File: config.mk
export PLATFORM = sky130hd
export DESIGN_NAME = eeprom_if
export DESIGN_NICKNAME = d
export VERILOG_FILES = /design/src/verilog/eeprom_pkg.sv /design/src/verilog/eeprom_bit_engine.sv /design/src/verilog/eeprom_ctrl.sv /design/src/verilog/eeprom_if.sv
export SDC_FILE = /design/constraint.sdc
export NUM_CORES = 1
export LEC_CHECK = 0
export BUFFER_PORTS_ARGS = -buffer_cell sky130_fd_sc_hd__buf_2
export CAP_MARGIN = 10
export CELL_PAD_IN_SITES_DETAIL_PLACEMENT = 1
export CELL_PAD_IN_SITES_GLOBAL_PLACEMENT = 1
export CORE_MARGIN = 10
export CORE_UTILIZATION = 47
export CTS_CLUSTER_DIAMETER = 60
export DETAILED_ROUTE_END_ITERATION = 16
export PLACE_DENSITY = 0.82
export SLEW_MARGIN = 15
export SYNTH_ARGS = -nofsm -noshare
export SYNTH_HDL_FRONTEND = slang
export SYNTH_SLANG_ARGS = --single-unit
File: constraint.sdc
create_clock -name CLK -period 3.6 [get_ports CLK]
set_clock_uncertainty 0.2 [all_clocks]
set_input_delay 0.72 -clock CLK [delete_from_list [all_inputs] [get_ports CLK]]
set_output_delay 0.72 -clock CLK [all_outputs]
set_load 0.05 [all_outputs]
File: src/verilog/eeprom_pkg.sv
package eeprom_pkg;

    // commands from the sequencer to the bit engine
    typedef enum logic [1:0]
    {
        CMD_START,
        CMD_STOP,
        CMD_WRITE,
        CMD_READ
    } bit_cmd_e;

    // sequencer states
    typedef enum logic [3:0]
    {
        IDLE,
        START,
        CTRL_WR,
        ADDR,
        DATA_WR,
        RESTART,
        CTRL_RD,
        DATA_RD,
        STOP,
        DONE
    } ctrl_state_e;

    localparam int PHASES_PER_BIT = 4;          // clk cycles per scl period

    localparam logic [3:0] DEV_TYPE = 4'b1010;  // top nibble of control byte

    localparam int ADDR_W = 11;                 // 2 KB array

    // a random read needs roughly 200 cycles, so this leaves ample margin
    localparam int MAX_XFER_CYCLES = 150 * PHASES_PER_BIT;

endpackage
File: src/verilog/eeprom_bit_engine.sv
`timescale 1ns/100ps

module eeprom_bit_engine
(
    input  logic                 CLK,
    input  logic                 RESET,
    input  logic                 cmd_valid,
    input  eeprom_pkg::bit_cmd_e cmd,
    input  logic [7:0]           tx_byte,
    input  logic                 tx_nack,
    input  logic                 sda_in,
    output logic                 done,
    output logic [7:0]           rx_byte,
    output logic                 rx_ack_bad,
    output logic                 scl,
    output logic                 sda_oe
);
    import eeprom_pkg::*;

    logic       active;
    bit_cmd_e   op;
    logic [1:0] phase;      // quarter of the current bit
    logic [3:0] bit_cnt;    // 0..7 data, 8 is the ack slot
    logic [7:0] tx_q;
    logic       nack_q;
    logic       last_step;
    bit_cmd_e   op_nxt;
    logic [1:0] phase_nxt;
    logic [3:0] bit_nxt;
    logic [7:0] tx_nxt;
    logic       nack_nxt;
    logic       scl_nxt;
    logic       sda_nxt;

    // final quarter of the final bit
    assign last_step = active && phase == 2'(PHASES_PER_BIT - 1)
                       && (op == CMD_START || op == CMD_STOP || bit_cnt == 4'd8);

    // line levels for the quarter that is entered next
    always_comb
    begin
        op_nxt    = cmd_valid ? cmd : op;
        tx_nxt    = cmd_valid ? tx_byte : tx_q;
        nack_nxt  = cmd_valid ? tx_nack : nack_q;
        phase_nxt = cmd_valid ? 2'd0 : phase + 2'd1;
        bit_nxt   = bit_cnt;
        if (cmd_valid)
            bit_nxt = 4'd0;
        else if (phase == 2'(PHASES_PER_BIT - 1))
            bit_nxt = bit_cnt + 4'd1;

        case (op_nxt)
            CMD_START:
            begin
                scl_nxt = phase_nxt[0] ^ phase_nxt[1];
                sda_nxt = phase_nxt[1];     // pulled low with scl high
            end
            CMD_STOP:
            begin
                scl_nxt = phase_nxt != 2'd0;    // left high for idle bus
                sda_nxt = !phase_nxt[1];        // released with scl high
            end
            CMD_WRITE:
            begin
                scl_nxt = phase_nxt[0] ^ phase_nxt[1];
                if (bit_nxt == 4'd8)
                    sda_nxt = 1'b0;     // let the slave ack
                else
                    sda_nxt = !tx_nxt[3'd7 - bit_nxt[2:0]];
            end
            default:
            begin
                scl_nxt = phase_nxt[0] ^ phase_nxt[1];
                if (bit_nxt == 4'd8)
                    sda_nxt = !nack_nxt;
                else
                    sda_nxt = 1'b0;
            end
        endcase
    end

    always_ff @(posedge CLK)
    begin
        if (RESET)
        begin
            active     <= 1'b0;
            op         <= CMD_START;
            phase      <= 2'd0;
            bit_cnt    <= 4'd0;
            done       <= 1'b0;
            rx_ack_bad <= 1'b0;
            scl        <= 1'b1;
            sda_oe     <= 1'b0;
        end
        else
        begin
            done <= last_step;
            // lines hold their last level between commands
            if (cmd_valid || (active && !last_step))
            begin
                op      <= op_nxt;
                phase   <= phase_nxt;
                bit_cnt <= bit_nxt;
                scl     <= scl_nxt;
                sda_oe  <= sda_nxt;
            end
            if (cmd_valid)
            begin
                active     <= 1'b1;
                rx_ack_bad <= 1'b0;
            end
            else if (last_step)
                active <= 1'b0;
            if (active && op == CMD_WRITE && bit_cnt == 4'd8 && phase == 2'd1)
                rx_ack_bad <= sda_in;   // high means no ack
        end
    end

    always_ff @(posedge CLK)
    begin
        if (cmd_valid)
        begin
            tx_q   <= tx_byte;
            nack_q <= tx_nack;
        end
        if (active && op == CMD_READ && bit_cnt < 4'd8 && phase == 2'd1)
            rx_byte <= {rx_byte[6:0], sda_in};  // msb first
    end

    // only start and stop may move sda while scl is high
    a_sda_stable: assert property (@(posedge CLK) disable iff (RESET)
        (scl && $past(scl) && sda_oe != $past(sda_oe))
        |-> (op == CMD_START || op == CMD_STOP));

    a_no_overlap: assert property (@(posedge CLK) disable iff (RESET)
        cmd_valid |-> !active);

endmodule

File: src/verilog/eeprom_ctrl.sv
`timescale 1ns/100ps

module eeprom_ctrl
(
    input  logic                          CLK,
    input  logic                          RESET,
    input  logic                          wr,
    input  logic                          rd,
    input  logic [eeprom_pkg::ADDR_W-1:0] addr,
    input  logic [7:0]                    data_in,
    output logic [7:0]                    data_out,
    output logic                          ack,
    output logic                          ack_error,
    output logic                          busy,
    output logic                          cmd_valid,
    output eeprom_pkg::bit_cmd_e          cmd,
    output logic [7:0]                    tx_byte,
    output logic                          tx_nack,
    input  logic                          done,
    input  logic [7:0]                    rx_byte,
    input  logic                          rx_ack_bad
);
    import eeprom_pkg::*;

    ctrl_state_e       state;
    ctrl_state_e       state_nxt;
    logic              is_rd;
    logic [ADDR_W-1:0] addr_q;
    logic [7:0]        data_q;
    logic              pending;     // command sent, engine not done yet
    logic              step;
    logic              issue;
    logic              accept;

    assign accept = state == IDLE && (wr || rd);
    assign step   = done && pending;
    assign busy   = state != IDLE;

    // every state change except into DONE or IDLE starts an engine command
    assign issue  = state_nxt != state && state_nxt != DONE && state_nxt != IDLE;

    always_comb
    begin
        state_nxt = state;
        case (state)
            IDLE:
                if (accept)
                    state_nxt = START;
            START:
                if (step)
                    state_nxt = CTRL_WR;
            CTRL_WR:
                if (step)
                    state_nxt = rx_ack_bad ? STOP : ADDR;
            ADDR:
                if (step)
                begin
                    if (rx_ack_bad)
                        state_nxt = STOP;
                    else
                        state_nxt = is_rd ? RESTART : DATA_WR;
                end
            DATA_WR:
                if (step)
                    state_nxt = STOP;
            RESTART:
                if (step)
                    state_nxt = CTRL_RD;
            CTRL_RD:
                if (step)
                    state_nxt = rx_ack_bad ? STOP : DATA_RD;
            DATA_RD:
                if (step)
                    state_nxt = STOP;
            STOP:
                if (step)
                    state_nxt = DONE;
            default:
                state_nxt = IDLE;
        endcase
    end

    always_ff @(posedge CLK)
    begin
        if (RESET)
        begin
            state     <= IDLE;
            is_rd     <= 1'b0;
            pending   <= 1'b0;
            cmd_valid <= 1'b0;
            ack       <= 1'b0;
            ack_error <= 1'b0;
        end
        else
        begin
            state     <= state_nxt;
            cmd_valid <= issue;
            ack       <= state_nxt == DONE;
            if (cmd_valid)
                pending <= 1'b1;
            else if (done)
                pending <= 1'b0;
            if (accept)
            begin
                is_rd     <= !wr;   // wr wins
                ack_error <= 1'b0;
            end
            else if (step)
                ack_error <= ack_error | rx_ack_bad;
        end
    end

    always_ff @(posedge CLK)
    begin
        if (accept)
        begin
            addr_q <= addr;
            data_q <= data_in;
        end
        if (issue)
        begin
            tx_nack <= state_nxt == DATA_RD;    // single byte read ends with nack
            case (state_nxt)
                START, RESTART: cmd <= CMD_START;
                STOP:           cmd <= CMD_STOP;
                DATA_RD:        cmd <= CMD_READ;
                default:        cmd <= CMD_WRITE;
            endcase
            case (state_nxt)
                CTRL_WR: tx_byte <= {DEV_TYPE, addr_q[ADDR_W-1:8], 1'b0};
                CTRL_RD: tx_byte <= {DEV_TYPE, addr_q[ADDR_W-1:8], 1'b1};
                ADDR:    tx_byte <= addr_q[7:0];
                default: tx_byte <= data_q;
            endcase
        end
        if (state == DATA_RD && step)
            data_out <= rx_byte;
    end

    a_ack_single: assert property (@(posedge CLK) disable iff (RESET)
        ack |=> !ack);

    // one command in flight at a time
    a_no_cmd_pending: assert property (@(posedge CLK) disable iff (RESET)
        cmd_valid |-> !pending);

endmodule

File: src/verilog/eeprom_if.sv
`timescale 1ns/100ps

module eeprom_if
(
    input  logic                          CLK,
    input  logic                          RESET,
    input  logic                          wr,
    input  logic                          rd,
    input  logic [eeprom_pkg::ADDR_W-1:0] addr,
    input  logic [7:0]                    data_in,
    output logic [7:0]                    data_out,
    output logic                          ack,
    output logic                          ack_error,
    output logic                          busy,
    output logic                          scl,
    output logic                          sda_oe,
    input  logic                          sda_in
);
    import eeprom_pkg::*;

    logic       cmd_valid;
    bit_cmd_e   cmd;
    logic [7:0] tx_byte;
    logic       tx_nack;
    logic       done;
    logic [7:0] rx_byte;
    logic       rx_ack_bad;

    eeprom_ctrl i_eeprom_ctrl
    (
        .CLK        (CLK),
        .RESET      (RESET),
        .wr         (wr),
        .rd         (rd),
        .addr       (addr),
        .data_in    (data_in),
        .data_out   (data_out),
        .ack        (ack),
        .ack_error  (ack_error),
        .busy       (busy),
        .cmd_valid  (cmd_valid),
        .cmd        (cmd),
        .tx_byte    (tx_byte),
        .tx_nack    (tx_nack),
        .done       (done),
        .rx_byte    (rx_byte),
        .rx_ack_bad (rx_ack_bad)
    );

    eeprom_bit_engine i_eeprom_bit_engine
    (
        .CLK        (CLK),
        .RESET      (RESET),
        .cmd_valid  (cmd_valid),
        .cmd        (cmd),
        .tx_byte    (tx_byte),
        .tx_nack    (tx_nack),
        .sda_in     (sda_in),
        .done       (done),
        .rx_byte    (rx_byte),
        .rx_ack_bad (rx_ack_bad),
        .scl        (scl),
        .sda_oe     (sda_oe)
    );

endmodule

==> results_dict.tcl, run 1 <==
set metrics [dict create \
    outcome "finished clean" \
    signed_area_change_from_the_synthesized_netlist_to_the_final_layout_pct 13.0 \
    initial_core_util_pct 48.6 \
    ys_types 58 \
    min_period_over_period_pct 71.3 \
    core_box_area_mm2 0.00679 \
    clock_path_buffers 2 \
    synthAdderAreaFrac_pct 1.82 \
    htree_num_levels 3 \
    cts.repair.resized 0 \
    fin_util_pct 54.9 \
    synth.yosys.seq_area_share_pct 60.7 \
    whs_endpoint "i_eeprom_ctrl.data_out[7]" \
    via_count 2116 \
    grt.total_usage_pct 12.4 \
    synth.top_cells.by_count "sky130_fd_sc_hd__edfxtp_1, sky130_fd_sc_hd__dfxtp_1, sky130_fd_sc_hd__nor2_1, sky130_fd_sc_hd__inv_1, sky130_fd_sc_hd__nor3_1" \
    min-delay-start "i_eeprom_bit_engine.rx_byte[7]" \
    cp_max_fo 18 \
    vias_per_cell 5.30 \
    post-synth-top-count-cell "sky130_fd_sc_hd__edfxtp_1" \
    global_placement_routability_congestion 0.833 \
    complex_gate_fraction_of_the_synthesized_area_pct 10.5 \
    final.fill_count 702 \
    post_layout_nonfiller_instances 399 \
    synth_flop_cell "sky130_fd_sc_hd__edfxtp_1" \
    whs_path_depth 0 \
    grt_start_max_net_pins 23 \
    dp_worst_setup_slack_ns 0.695 \
    cts.repair_timing.setup_buffer_count 0 \
    worst_setup_path_end_kind "flop" \
    timing.reg2reg.worst_path_depth 5 \
    drive_gt1_share_pct 24.8 \
    cts_inserted_buffers 9 \
    hold_path.class "reg2reg" \
    fmaxAchievable_ghz 0.390 \
    proportion_of_synthesized_area_in_mux_cells_pct 7.58 \
    max-cap-violations 0 \
    drc 0 \
    final.hold.worst_slack_ns 0.228 \
    io_pins 37 \
    yosys.area_share.simple_pct 12.0 \
    first_pass_iters 4 \
    synth.cell_area_mm2 0.00330 \
    ir_worst_vdd_v 0.000278 \
    finalSetupTns_ns 0 \
    clock_sink_count 77 \
    cts_hold_buf 0 \
    grt_pass1_wl_mm 10.9 \
    synth-edff-count 46 \
    wl_mm 6.42 \
    dp_hpwl_mm 4.59 \
    criticalPathCategory "reg2reg" \
    cts.root.buffer_cell "sky130_fd_sc_hd__clkbuf_8" \
    static-leakage-power_nw 1.37 \
    post-synth-top-area-cell "sky130_fd_sc_hd__edfxtp_1" \
    relSlewSlack_pct 53.2 \
    tritoncts "yes" \
    crit_arrival_ns 2.34 \
    worst_skew_pair.late_latency_ns 0.34 \
    floorplan.rows 30 \
    ys_async_sr_fraction_pct 0 \
    post_synth_top_area_share_pct 41.9 \
    worst_slack_ns 1.03 \
    timing.final.setup_violations 0 \
    grt_setup_unrepaired "no" \
    regToRegStartpoint "i_eeprom_ctrl.state[2]" \
    p_per_area_mw_per_mm2 495 \
    ys.warnings.count 0 \
    crit_path_start_kind "flop" \
    drt_iter0_drc 46 \
    r2r_slack_ns 1.03 \
    timing.rr.end "i_eeprom_ctrl.tx_byte[5]" \
    die_height_um 104 \
    cp_data_required_time_ns 3.38 \
    syn-instance-count 262 \
    grt.overflow.total 0 \
    period_minus_slack_ns 2.57 \
    placed_area_mm2 0.00354 \
    synth_xor_area_share_pct 2.88 \
    ys_seq_elements 77 \
    worst-slew-pin-transition_ns 0.699 \
    antenna_violating_nets_post_route 0 \
    layout_cell_area_excl_fill_mm2 0.00373 \
    power.total_mw 1.85 \
    finalMaxSlewViolations 0 \
    chipWidth_um 104 \
    synth.area.top_cells "sky130_fd_sc_hd__edfxtp_1, sky130_fd_sc_hd__dfxtp_1, sky130_fd_sc_hd__mux2_2, sky130_fd_sc_hd__mux2i_1, sky130_fd_sc_hd__nor2_1" \
    diodes 0 \
    num-nets-final 326 \
    postSynthNetCount 290 \
    floorplan.die_area_mm2 0.0108 \
    io_buffers 36 \
    first_global_vias 2183 \
    timing.final.hold_violations 0 \
    post_drt_wl_per_cell_um 16.1 \
    worst_setup_hold_path_clk_slew_ns 0.07 \
    initial_antenna_violation_count 0 \
    synth_top_family_by_area "simple AND/OR/NAND/NOR gates" \
    post-place-cells 383 \
    mean_instance_size_in_the_synthesized_netlist_um2 12.6 \
]
## worst max-delay path: stages (launching register included)
cell and delay (ns):
sky130_fd_sc_hd__dfxtp_1 0.51, sky130_fd_sc_hd__nor4_4 0.43, sky130_fd_sc_hd__o21a_1 0.28, sky130_fd_sc_hd__a211oi_2 0.05, sky130_fd_sc_hd__buf_4 0.19, sky130_fd_sc_hd__a31oi_2 0.53
## report_power, final
part | switching, mW | total, mW | internal [mW]
combinational | 0.0877 | 0.174 | 0.0859
clock | 0.296 | 0.616 | 0.320
sequential | 0.0434 | 1.06 | 1.01
## cells in the final DEF (no fill, tap or decap), drive strengths merged, types with 4 or more instances in the layout
cell type	n
a211oi	4
a21o	4
a21oi	9
buf	41
clkbuf	12
dfxtp	31
edfxtp	46
ha	4
inv	14
mux2	11
mux2i	10
nand2	11
nor2	17
nor2b	5
nor3	12
o21ai	4
or3	4
xnor2	5
xor2	5
## sequential cells by signal (all words and copies together) (netlist names), 4 cells and up
register,cells
i_eeprom_bit_engine.rx_byte,8
i_eeprom_ctrl.state,4
i_eeprom_bit_engine.bit_cnt,4
i_eeprom_ctrl.data_out,8
i_eeprom_bit_engine.tx_q,8
i_eeprom_ctrl.addr_q,11
i_eeprom_ctrl.data_q,8
i_eeprom_ctrl.tx_byte,8
## final cells by class
| cell class | count | area [µm²] | area share, % |
|---|---|---|---|
| Timing Repair Buffer | 41 | 218 | 5.84 |
| Inverter | 14 | 52.6 | 1.41 |
| Sequential cell | 77 | 2000 | 53.7 |
| Tap cell | 96 | 120 | 3.22 |
| Multi-Input combinational cell | 155 | 1150 | 30.9 |
| Clock inverter | 4 | 48.8 | 1.31 |
| Clock buffer | 12 | 135 | 3.62 |
## worst max-delay path by stage
stage	startpoint	to	slack, ns	cells past startpoint
finish	i_eeprom_ctrl.state[2]	i_eeprom_ctrl.tx_byte[5]	1.03	5
global route	i_eeprom_ctrl.state[2]	i_eeprom_ctrl.tx_byte[2]	0.86	5
CTS	i_eeprom_ctrl.state[2]	i_eeprom_ctrl.tx_byte[1]	0.69	5
detailed placement	i_eeprom_ctrl.state[2]	i_eeprom_ctrl.tx_byte[4]	0.69	5
global placement	i_eeprom_ctrl.state[2]	i_eeprom_ctrl.tx_byte[6]	0.81	5
floorplan	i_eeprom_ctrl.state[2]	i_eeprom_ctrl.cmd[0]	0.74	6
## cell families (layout without fill, tap and decap cells)
kind of cell / Yosys count / in the layout
compound gates: 46 / 46
xor+xnor: 10 / 10
fa+ha+maj: 5 / 5
buf+inv: 30 / 71
flops: 77 / 77
mux: 22 / 22
simple gates: 72 / 72
## metal layers
metal	up-vias	share of wire [%]	GRT usage (%)	wire length (µm)
li1	1038	-	-	-
met1	1021	45	14.4	2860
met2	51	49	20.5	3170
met3	6	4.9	4.77	313
met4	0	1.2	4.47	78
met5	-	0	0	0
Note: power is estimated with default switching activity, not from simulation.
==> run 2: changes to the inputs <==
==> constraint.sdc (replaced) <==
create_clock -name CLK -period 2.4 [get_ports CLK]
set_clock_uncertainty 0.2 [all_clocks]
set_input_delay 0.48 -clock CLK [delete_from_list [all_inputs] [get_ports CLK]]
set_output_delay 0.48 -clock CLK [all_outputs]
set_load 0.05 [all_outputs]
==> results_dict.tcl, run 2 (synthesized netlist as in run 1, its figures left out) <==
set metrics [dict create \
    initial_antenna_violation_count 0 \
    first_pass_iters 4 \
    layout_commonest_cell "sky130_fd_sc_hd__edfxtp_1" \
    relSlewSlack_pct 64.0 \
    die_height_um 104 \
    outcome "finished clean" \
    initial_core_util_pct 48.6 \
    ir_worst_vdd_v 0.000477 \
    cts.repair_timing.setup_buffer_count 0 \
    vias_per_cell 5.31 \
    grt_start_max_net_pins 23 \
    dp_worst_setup_slack_ns 0.0479 \
    io_pins 37 \
    largest_reg_flops 11 \
    timing.reg2reg.worst_path_depth 6 \
    fmaxAchievable_ghz 0.439 \
    timing.final.hold_violations 0 \
    cts_hold_buf 0 \
    finalSetupTns_ns 0 \
    cts_inserted_buffers 9 \
    worst_setup_hold_path_clk_slew_ns 0.08 \
    final.hold.worst_slack_ns 0.111 \
    layout.cells.most_common_list "sky130_fd_sc_hd__edfxtp_1, sky130_fd_sc_hd__buf_2, sky130_fd_sc_hd__dfxtp_1" \
    num-nets-final 342 \
    cts.repair.resized 0 \
    timing.final.setup_violations 0 \
    p_per_area_mw_per_mm2 698 \
    cp_max_fo 8 \
    core_box_area_mm2 0.00679 \
    period_minus_slack_ns 2.28 \
    htree_num_levels 3 \
    diodes 0 \
    cts.root.buffer_cell "sky130_fd_sc_hd__clkbuf_8" \
    post_drt_wl_per_cell_um 16.8 \
    gr-max-usage-layer "met2" \
    clock_path_buffers 2 \
    gr-usage-met1_pct 14.6 \
    floorplan.rows 30 \
    global_route.usage.met2_pct 22.6 \
    clock_sink_count 77 \
    hold_path.class "in2reg" \
    multi_input_comb_area_mm2 0.00116 \
    final.fill_count 716 \
    cp_slowest_cell "sky130_fd_sc_hd__mux4_2" \
    floorplan.die_area_mm2 0.0108 \
    drt_iter0_drc 68 \
    drc 0 \
    max_flop_register "i_eeprom_ctrl.addr_q" \
    grt_setup_unrepaired "no" \
    cp_slowest_stage_delay_ns 0.48 \
    r2r_slack_ns 0.12 \
    dp_hpwl_mm 5.17 \
    antenna_violating_nets_post_route 0 \
    wl_mm 6.96 \
    worstPathCellList "ha_2 -> xor2_2 -> mux2i_1 -> mux4_2 -> o211ai_2 -> a211oi_1" \
    criticalPathCategory "reg2reg" \
    via_count 2202 \
    worst_slack_ns 0.121 \
    worst-slew-pin-transition_ns 0.526 \
    chipWidth_um 104 \
    fin_util_pct 56.4 \
    min_period_over_period_pct 95.0 \
    cp_data_required_time_ns 2.41 \
    crit_path_start_kind "flop" \
    register_area_mm2 0.00200 \
    finalMaxSlewViolations 0 \
    static-leakage-power_nw 1.44 \
    first_global_vias 2388 \
    grt_pass1_wl_mm 11.6 \
    worst_setup_path_end_kind "flop" \
    io_buffers 36 \
    global_placement_routability_congestion 0.791 \
    whs_path_depth 1 \
    max-cap-violations 0 \
    grt.overflow.total 0 \
    drive_gt1_share_pct 29.5 \
    signed_area_change_from_the_synthesized_netlist_to_the_final_layout_pct 16.2 \
    grt.total_usage_pct 13.0 \
    crit_arrival_ns 2.29 \
    tritoncts "yes" \
    grt_util_met3_pct 3.47 \
    worst_skew_pair.late_latency_ns 0.34 \
]
-- run 2: cell types whose count changed in the layout (fill, tap and decap cells not counted) --
cell	change
sky130_fd_sc_hd__clkinv_1	+1
sky130_fd_sc_hd__clkinv_2	+2
sky130_fd_sc_hd__ha_1	-1
sky130_fd_sc_hd__clkinv_4	-1
sky130_fd_sc_hd__o21a_1	-1
sky130_fd_sc_hd__o21a_2	+1
sky130_fd_sc_hd__a211oi_2	-1
sky130_fd_sc_hd__clkbuf_1	-2
sky130_fd_sc_hd__buf_4	+16
sky130_fd_sc_hd__ha_2	+1
sky130_fd_sc_hd__a211oi_4	+1
sky130_fd_sc_hd__bufinv_16	-1
sky130_fd_sc_hd__clkinvlp_4	+1
-- run 2: layer usage --
layer	up-vias	wire [µm]
met5	-	0
met3	11	279
met1	1085	3020
met4	0	86
met2	42	3580
li1	1064	-
-- run 2: worst paths after layout --
kind	startpoint	to
setup / recovery	i_eeprom_bit_engine.phase[0]	i_eeprom_bit_engine.sda_oe
hold / removal	data_in[5]	i_eeprom_ctrl.data_q[5]
setup reg to reg	i_eeprom_bit_engine.phase[0]	i_eeprom_bit_engine.sda_oe
hold reg to reg	i_eeprom_bit_engine.rx_byte[7]	i_eeprom_ctrl.data_out[7]
-- run 2: cell type report --
type,count,area share (%)
clock buffers,10,3.33
clock inverters,6,0.816
inverters,14,1.37
multi-input cells,155,30.3
flip-flops and latches,77,52.2
well taps,96,3.13
repair buffers,57,8.81
-- run 2: power by group --
group	switching [mW]	total [mW]	leakage, nW	internal [mW]
Sequential	0.0647	1.58	0.690	1.52
Combinational	0.142	0.284	0.665	0.142
Clock	0.448	0.812	0.0832	0.365
-- run 2: per-stage QoR --
stage	cell area (µm²)	total power, mW	cells
3_5_place_dp	3670	1.90	399
5_1_grt	3830	2.81	415
6_report	3830	2.68	415
3_3_place_gp	3670	1.87	399
4_1_cts	3820	2.71	415
2_1_floorplan	3310	1.80	262
-- run 2: critical path: cells and delay by family, from the launching register on --
kind / cells / cell delay, ns
compound gates: 2 / 0.24
xor+xnor: 1 / 0.36
mux: 2 / 0.63
fa+ha+maj: 1 / 0.32
flops: 1 / 0.41
